**src/logic/ig_pkg.sv**
```systemverilog
package ig_pkg;

    // ----------------------------------------
    // image geometry
    // ----------------------------------------
    localparam int IMG_W = 256;
    localparam int IMG_H = 256;

    // ----------------------------------------
    // vector types
    // ----------------------------------------
    typedef logic [7:0] pixel_t;

    // row or column index, sized from the image width
    typedef logic [$clog2(IMG_W)-1:0] coord_t;

    // raster address, row in the upper half and column in the lower half
    typedef logic [$clog2(IMG_W*IMG_H)-1:0] addr_t;

    localparam coord_t LAST_COORD = coord_t'(IMG_W - 1);

    // one signed difference of two pixels
    typedef logic signed [9:0] grad_comp_t;

    // horizontal component high, vertical component low
    typedef logic [19:0] grad_t;

    // ----------------------------------------
    // stage structs
    // ----------------------------------------

    // pixel returned by the image memory, tagged with its position
    typedef struct packed {
        logic   valid;
        coord_t row;
        coord_t col;
        pixel_t pixel;
    } pixel_beat_t;

    // the three pixels for the gradient at (row, col)
    typedef struct packed {
        logic   valid;
        coord_t row;
        coord_t col;
        pixel_t center;
        pixel_t right;
        pixel_t below;
    } window_t;

endpackage
```
**src/logic/ig_top.sv**
```systemverilog
`timescale 1ns/100ps

module ig_top (
    input  logic           clk,
    input  logic           reset,
    output logic           img_rd,
    output ig_pkg::addr_t  img_addr,
    input  ig_pkg::pixel_t img_di,
    output logic           grad_wr,
    output ig_pkg::addr_t  grad_addr,
    output ig_pkg::grad_t  grad_do,
    output logic           done
);
    import ig_pkg::*;

    // stage to stage beats
    pixel_beat_t beat;
    window_t     win;

    // ----------------------------------------
    // image read and position tagging
    // ----------------------------------------
    pixel_fetch u_fetch (
        .clk      (clk),
        .reset    (reset),
        .img_rd   (img_rd),
        .img_addr (img_addr),
        .img_di   (img_di),
        .beat     (beat)
    );

    // ----------------------------------------
    // neighbor assembly
    // ----------------------------------------
    row_window u_window (
        .clk   (clk),
        .reset (reset),
        .beat  (beat),
        .win   (win)
    );

    // ----------------------------------------
    // gradient and write back
    // ----------------------------------------
    grad_unit u_grad (
        .clk       (clk),
        .reset     (reset),
        .win       (win),
        .grad_wr   (grad_wr),
        .grad_addr (grad_addr),
        .grad_do   (grad_do),
        .done      (done)
    );

endmodule

```
**src/logic/grad_unit.sv**
```systemverilog
`timescale 1ns/100ps

module grad_unit (
    input  logic            clk,
    input  logic            reset,
    input  ig_pkg::window_t win,
    output logic            grad_wr,
    output ig_pkg::addr_t   grad_addr,
    output ig_pkg::grad_t   grad_do,
    output logic            done
);
    import ig_pkg::*;

    grad_comp_t gx;
    grad_comp_t gy;
    logic       last_write;

    // ----------------------------------------
    // forward differences
    // ----------------------------------------

    // pixels are unsigned, so the casts zero extend before the subtract
    assign gx = grad_comp_t'(win.right) - grad_comp_t'(win.center);
    assign gy = grad_comp_t'(win.below) - grad_comp_t'(win.center);

    // ----------------------------------------
    // gradient memory write
    // ----------------------------------------
    always_ff @(posedge clk) begin
        if (reset) begin
            grad_wr <= 1'b0;
        end else begin
            grad_wr <= win.valid;
        end
    end

    always_ff @(posedge clk) begin
        grad_addr <= {win.row, win.col};
        grad_do   <= {gx, gy};
    end

    // ----------------------------------------
    // completion
    // ----------------------------------------

    // last interior position, one row and column in from the far corner
    assign last_write = grad_wr &&
        (grad_addr == {coord_t'(LAST_COORD - 1), coord_t'(LAST_COORD - 1)});

    // sticky until the next reset
    always_ff @(posedge clk) begin
        if (reset) begin
            done <= 1'b0;
        end else if (last_write) begin
            done <= 1'b1;
        end
    end

endmodule

```
**src/logic/row_window.sv**
```systemverilog
`timescale 1ns/100ps

module row_window (
    input  logic                clk,
    input  logic                reset,
    input  ig_pkg::pixel_beat_t beat,
    output ig_pkg::window_t     win
);
    import ig_pkg::*;

    // previous row, indexed by column
    pixel_t line_mem [IMG_W];

    // pixel above the current beat
    pixel_t upper;

    // upper and current pixels of the previous column
    pixel_t prev_upper;
    pixel_t prev_cur;

    // window exists only once a full 2x2 block is available
    logic   win_ok;

    // ----------------------------------------
    // line buffer
    // ----------------------------------------

    // read before write, the entry still holds the row above
    assign upper = line_mem[beat.col];

    always_ff @(posedge clk) begin
        if (beat.valid) begin
            line_mem[beat.col] <= beat.pixel;
        end
    end

    // ----------------------------------------
    // previous column registers
    // ----------------------------------------
    always_ff @(posedge clk) begin
        if (beat.valid) begin
            prev_upper <= upper;
            prev_cur   <= beat.pixel;
        end
    end

    // ----------------------------------------
    // window output
    // ----------------------------------------

    // row 0 has nothing above, col 0 has no left column yet
    assign win_ok = beat.valid && (beat.row != '0) && (beat.col != '0);

    always_ff @(posedge clk) begin
        if (reset) begin
            win.valid <= 1'b0;
        end else begin
            win.valid <= win_ok;
        end
    end

    // window is for the pixel up and to the left of the beat
    always_ff @(posedge clk) begin
        win.row    <= beat.row - 1'b1;
        win.col    <= beat.col - 1'b1;
        win.center <= prev_upper;
        win.right  <= upper;
        win.below  <= prev_cur;
    end

endmodule

```
**src/logic/pixel_fetch.sv**
```systemverilog
`timescale 1ns/100ps

module pixel_fetch (
    input  logic                clk,
    input  logic                reset,
    output logic                img_rd,
    output ig_pkg::addr_t       img_addr,
    input  ig_pkg::pixel_t      img_di,
    output ig_pkg::pixel_beat_t beat
);
    import ig_pkg::*;

    // high until the last address has been issued
    logic  running;
    logic  last_addr;

    // address and strobe of the previous cycle, lined up with img_di
    logic  rd_q;
    addr_t addr_q;

    assign last_addr = (img_addr == {LAST_COORD, LAST_COORD});

    // ----------------------------------------
    // raster address counter
    // ----------------------------------------
    always_ff @(posedge clk) begin
        if (reset) begin
            running  <= 1'b1;
            img_rd   <= 1'b0;
            img_addr <= '0;
        end else begin
            // one read per cycle, stop after the last pixel
            img_rd <= running && !(img_rd && last_addr);
            if (img_rd) begin
                img_addr <= img_addr + 1'b1;
            end
            if (img_rd && last_addr) begin
                running <= 1'b0;
            end
        end
    end

    // ----------------------------------------
    // read return tagging
    // ----------------------------------------
    always_ff @(posedge clk) begin
        if (reset) begin
            rd_q <= 1'b0;
        end else begin
            rd_q <= img_rd;
        end
    end

    always_ff @(posedge clk) begin
        addr_q <= img_addr;
    end

    // memory data arrives one cycle after the address
    always_comb begin
        beat.valid             = rd_q;
        {beat.row, beat.col}   = addr_q;
        beat.pixel             = img_di;
    end

endmodule

```
**config.mk**
```make
export PLATFORM = sky130hd
export DESIGN_NAME = ig_top
export DESIGN_NICKNAME = d
export VERILOG_FILES = /design/src/logic/ig_pkg.sv /design/src/logic/ig_top.sv /design/src/logic/grad_unit.sv /design/src/logic/row_window.sv /design/src/logic/pixel_fetch.sv
export SDC_FILE = /design/constraint.sdc
export NUM_CORES = 2
export LEC_CHECK = 0
export ABC_CLOCK_PERIOD_IN_PS = 2400
export BUFFER_PORTS_ARGS = -buffer_cell sky130_fd_sc_hd__buf_2
export CORE_MARGIN = 2
export CORE_UTILIZATION = 57
export DETAILED_ROUTE_END_ITERATION = 7
export PLACE_DENSITY = 0.72
export SLEW_MARGIN = 20
export SYNTH_ARGS = -nofsm -noshare
export SYNTH_HDL_FRONTEND = slang
export SYNTH_HIERARCHICAL = 1
export SYNTH_SLANG_ARGS = --single-unit
```
**constraint.sdc**
```tcl
create_clock -name clk -period 2.4 [get_ports clk]
set_input_delay 0.48 -clock clk [delete_from_list [all_inputs] [get_ports clk]]
set_output_delay 0.48 -clock clk [all_outputs]
set_load 0.005 [all_outputs]
```
* After elaboration in Yosys (flattened, before gate mapping)
Memories as Yosys holds them, arrays and structs flattened. A register that Yosys moved wholly into a read port is not among the register bits.
Cells that the tools add are included.
** Storage, ports and cells
- Flip-flop bits (word level) :: 130
- Bits in writable memories :: 2048
- Input bits :: 10
- Output and inout port bits :: 55
- Logic and storage cells :: 35
- Memories :: 1
** Memories
- u_window.line_mem :: words 256, bits a word 8, read ports 1, clocked after Yosys merged registers in 1, write ports 1, RTL line row_window.sv:12 : pixel_t line_mem [IMG_W];
** Operators by class
- Add/subtract/negate cells :: 5
- Eq/ne operators :: 2
- Multiplexer cells :: 2
- Reduce and logical (&&, ||, !) cells :: 8
** Operators by type and width (count)
- $eq A16 B16 Y1 const B :: 2
- $sub A8 B8 Y9 :: 2
- $add A16 B1 Y16 const B :: 1
- $reduce_bool A8 Y1 :: 2
- $sub A8 B1 Y8 const B :: 2
- $logic_and A1 B1 Y1 :: 5
- $mux W1 :: 2
- $logic_not A1 Y1 :: 1

* Depth between registers and ports, before layout
- Depth after elaboration :: 4
- Depth in mapped cells :: 9
- Gate-level depth less buffers :: 8

* By module
Netlist, hierarchy kept.
** By module, submodules not included
- row_window :: instances 1, cells each 3637, area an instance 79851.6 um2, sequential area each 62800.2 um2
- grad_unit :: instances 1, cells each 137, area an instance 1488.9 um2, sequential area each 720.7 um2
- pixel_fetch :: instances 1, cells each 115, area an instance 1199.9 um2, sequential area each 700.7 um2

* Least setup slack after synthesis
Ideal clock, no wire load.
- Path type :: register -> register
- Start :: register u_fetch.addr_q[1]
- End :: memory u_window/line_mem[101][0] in the netlist's numbering (enable)
- Library setup time :: 285 ps
- Data arrival time :: 2198 ps
- Required time :: 2115 ps
- Path slack :: -84 ps
- Stages on the path, launching flop included :: 10
- Buffers on the path :: 5
- Path through :: dfxtp_1 buf_2 buf_1 buf_1 inv_1 ha_1 buf_2 nand3_1 clkbuf_1 nor2_1
** RTL lines
- from (decl) :: RTL line pixel_fetch.sv:19 : addr_t addr_q;
- from (signal assigned) :: RTL line pixel_fetch.sv:55 : addr_q <= img_addr;
- to (decl) :: RTL line row_window.sv:12
No word-level cell before the write port.

==> metrics.cfg <==
[run_status]
status=complete, but fails checks
violations=negative setup slack

[min_path]
hold_class=in2reg

[timing]
fmax_mhz=331.9
setup_viol=1508
rsz0062_at_grt=yes
whs_ns=0.08137
fin_worst_skew_ns=0.05190
fin_setup_tns_ns=-209.02
final_hold_viol_count=0
fin_crit_sh=1.255
tightest_slew_ns=0.7446
finalWorstSetupSlack_ns=-0.6131
relSlewSlack=0.5036
finalMaxSlewViolations=0
min_period_ns=3.013

[yosys]
seq_area_frac_synth=0.7781
postSynthNetCount=3925
synth_top_family_by_area=multiplexers
synth_xor_area_frac=0.003183
synth_cell_types=49
ys_ff_latch=2176
synthMuxAreaShare=0.1398
avgSynthCellArea_um2=21.22
yosys.area_share.adder=0.004123
ys_warn_count=6
postSynthCellCount=3889
ys.flop_type=edfxtp_1
yosys.area_share.simple=0.02189
synth_edf_count=2064
synthArstFlopShare=0
synthesis.area_mm2=0.08254
synth_compound_area_frac=0.03782

[cells_and_area]
seqCellArea_mm2=0.06423
multiInputGateArea_mm2=0.01907
final_common_cell=edfxtp_1
n_fill_cell=8317
finish.instance_area_mm2=0.1013
nets=4740
instances_no_fill=6785
layout_common_cells=edfxtp_1 (2064), buf_4 (542), mux4_2 (512)
area_growth_syn_to_layout_pct=22.76
drive_above_1_share=0.4095

[job]
drv_cap=0

[worst_setup_path]
required_ns=2.96
r2r_start=u_fetch/addr_q[0]
crit_fanout=7
crit_end=u_window/prev_upper[3]
reg2reg_to=u_window/prev_upper[3]
cp.arrival_ns=3.57
start_kind=flip-flop
worstSetupPathType=reg2reg
rr_worst_depth=10
cp-end-kind=flip-flop
r2r_slack_ns=-0.61
crit_start=u_fetch/addr_q[0]

[pwr]
p_seq_frac=0.523
power_density_mw_per_mm2=790.1
intPower_mw=62.93
p_clk_frac=0.402
power_switching_mw=17.13
comb_power_share=0.075
report.power.total_mw=80.06
peakVddDrop_mv=0.6440
switching_share=0.2140
p_leak_nw=32.58

[drt]
drt_iter0_drc=5933
vias=44110
wl_mm=212.4
avgRoutedWirePerCell_um=31.30
route.detailed.drc=0
drt-pass1-iter-count=6
ant_nets=0
viasPerCell=6.501

[clock_tree]
clk_latency_ns=0.86
clock-sinks=2176
cts_htree_levels=4
clockRootBuffer=clkbuf_16
clkTransAtPathRegs_ns=0.07
cts.path.max_buffers=3
cts_buffers=206
cts_tree=done

[placement]
placed_cell_area_mm2=0.09060
dp.cells=6295
gp_congestion=0.8968
hpwl_mm=129.9
portBuffers=64

[die]
rows=139
core_mm2=0.1437
ioPinCount=65
die_y_um=384.5
die-area_mm2=0.1479
die_w_um=384.5
start_util=0.5746

[global_route]
track_usage=0.2865
grt_start_max_net_pins=74
grt_pass1_vias=44260
grt_overflow=0
grt_pass1_wl_mm=303.0
grt_antenna_before_repair=2

[stage by stage]
stage               setup WS, ns    util
floorplan               -0.01066       -
global placement          -1.165  0.6307
detailed placement        -1.181  0.6307
CTS                      -0.4846  0.6937
global route             -0.6409  0.7053
finish                   -0.6131  0.7054
[state kept, by name, indices dropped and copies added, names as in the netlist]
| signal | cells |
|---|---|
| u_window/line_mem | 2048 |
| u_window/win | 41 |
| u_grad/grad_do | 18 |
| u_fetch/addr_q | 16 |
| u_fetch/img_addr | 16 |
| u_grad/grad_addr | 16 |
| u_window/prev_cur | 8 |
| u_window/prev_upper | 8 |
| u_fetch/img_rd | 1 |
| u_fetch/rd_q | 1 |
| u_fetch/running | 1 |
| u_grad/done | 1 |
| u_grad/grad_wr | 1 |
[cell usage after synthesis, types with 2 or more instances]
cell type	number	share of area
nand2b_1	4	0.00030
fa_1	2	0.00049
and2_1	3	0.00023
o31a_1	2	0.00021
a21boi_2	2	0.00027
nor2_1	286	0.013
o211ai_1	2	0.00018
edfxtp_1	2064	0.75
ha_1	24	0.0036
o21ai_2	2	0.00021
o22ai_1	2	0.00015
nand3_1	28	0.0017
o21ai_0	5	0.00030
nor3_1	7	0.00042
a21oi_1	135	0.0082
or4_1	2	0.00018
o31ai_1	3	0.00027
buf_2	45	0.0027
nor4_1	4	0.00030
a21boi_0	2	0.00018
a22oi_1	256	0.023
clkbuf_1	149	0.0068
or3_1	5	0.00038
o2bb2ai_1	2	0.00021
or2_2	2	0.00015
nand2_1	38	0.0017
dfxtp_1	112	0.027
a21oi_2	2	0.00021
buf_1	19	0.00086
o41ai_1	32	0.0034
mux4_2	512	0.14
nor2b_4	4	0.00067
buf_4	19	0.0017
nand4_1	18	0.0014
o21a_1	6	0.00055
xnor2_1	16	0.0017
inv_1	24	0.0011
buf_6	14	0.0019
o21ai_1	2	0.00012
xor2_1	14	0.0015
nor2b_1	11	0.00083
[cell families (layout without fill, tap and decap cells)]
logic type | Yosys count | after routing
AND/OR/NAND/NOR | 418 | 418
other | 0 | 3
flip-flops | 2176 | 2176
adder cells (fa/ha/maj) | 26 | 26
XOR/XNOR | 30 | 30
multiplexers | 513 | 513
AO/OA/AOI/OAI | 456 | 456
buffers and inverters | 270 | 1260
[layer usage]
layer,wire length (µm),global-route usage,vias to the layer above
met1,77020,0.3917,23130
li1,-,-,17860
met4,9442,0.1242,2
met2,104400,0.4580,2676
met5,8,0,-
met3,21450,0.05408,442
[worst max-delay path, cell delays in order (launching register included)]
cell	delay, ns
dfxtp_4	0.41
buf_12	0.18
buf_12	0.12
clkbuf_16	0.14
buf_12	0.13
mux4_2	0.54
a22oi_2	0.25
a21oi_2	0.14
o41ai_4	0.49
buf_4	0.19
nand4_1	0.13
[what timing repair did]
action	in CTS	in global routing
hold buffers	0	0
pin swaps	54	80
buffers inserted	51	37
endpoints found under the hold margin	0	0
cloned	13	7
setup endpoints to repair	1043	943
gates resized for setup	307	292
[worst min path at each step]
stage / from / to / slack (ns) / depth (start not counted)
floorplan: u_window/win[24] / u_grad/grad_addr[0] / 0.31 / 0
global placement: u_window/win[32] / u_grad/grad_addr[8] / 0.31 / 0
detailed placement: u_window/win[37] / u_grad/grad_addr[13] / 0.31 / 0
CTS: reset / u_fetch/img_addr[2] / 0.02 / 2
global route: reset / u_fetch/img_addr[10] / 0.07 / 2
finish: reset / u_fetch/img_addr[10] / 0.08 / 2
[power groups by stage]
stage / combinational, mW / clock [mW] / sequential, mW
floorplan: 3.10 / 0 / 42.6
global placement: 5.03 / 0 / 42.7
detailed placement: 5.12 / 0 / 42.7
CTS: 5.73 / 32.5 / 41.9
global route: 6.32 / 33.9 / 41.9
finish: 6.02 / 32.2 / 41.9
[area by class of cell]
type,instances,area share
flip-flops and latches,2176,0.6339
multi-input cells,1443,0.1882
repair buffers,853,0.08674
clock buffers,282,0.05686
well taps,1903,0.02350
clock inverters,101,0.009792
inverters,24,0.0009384
diodes,3,0.00007409
(Power assumes the default switching activity.)
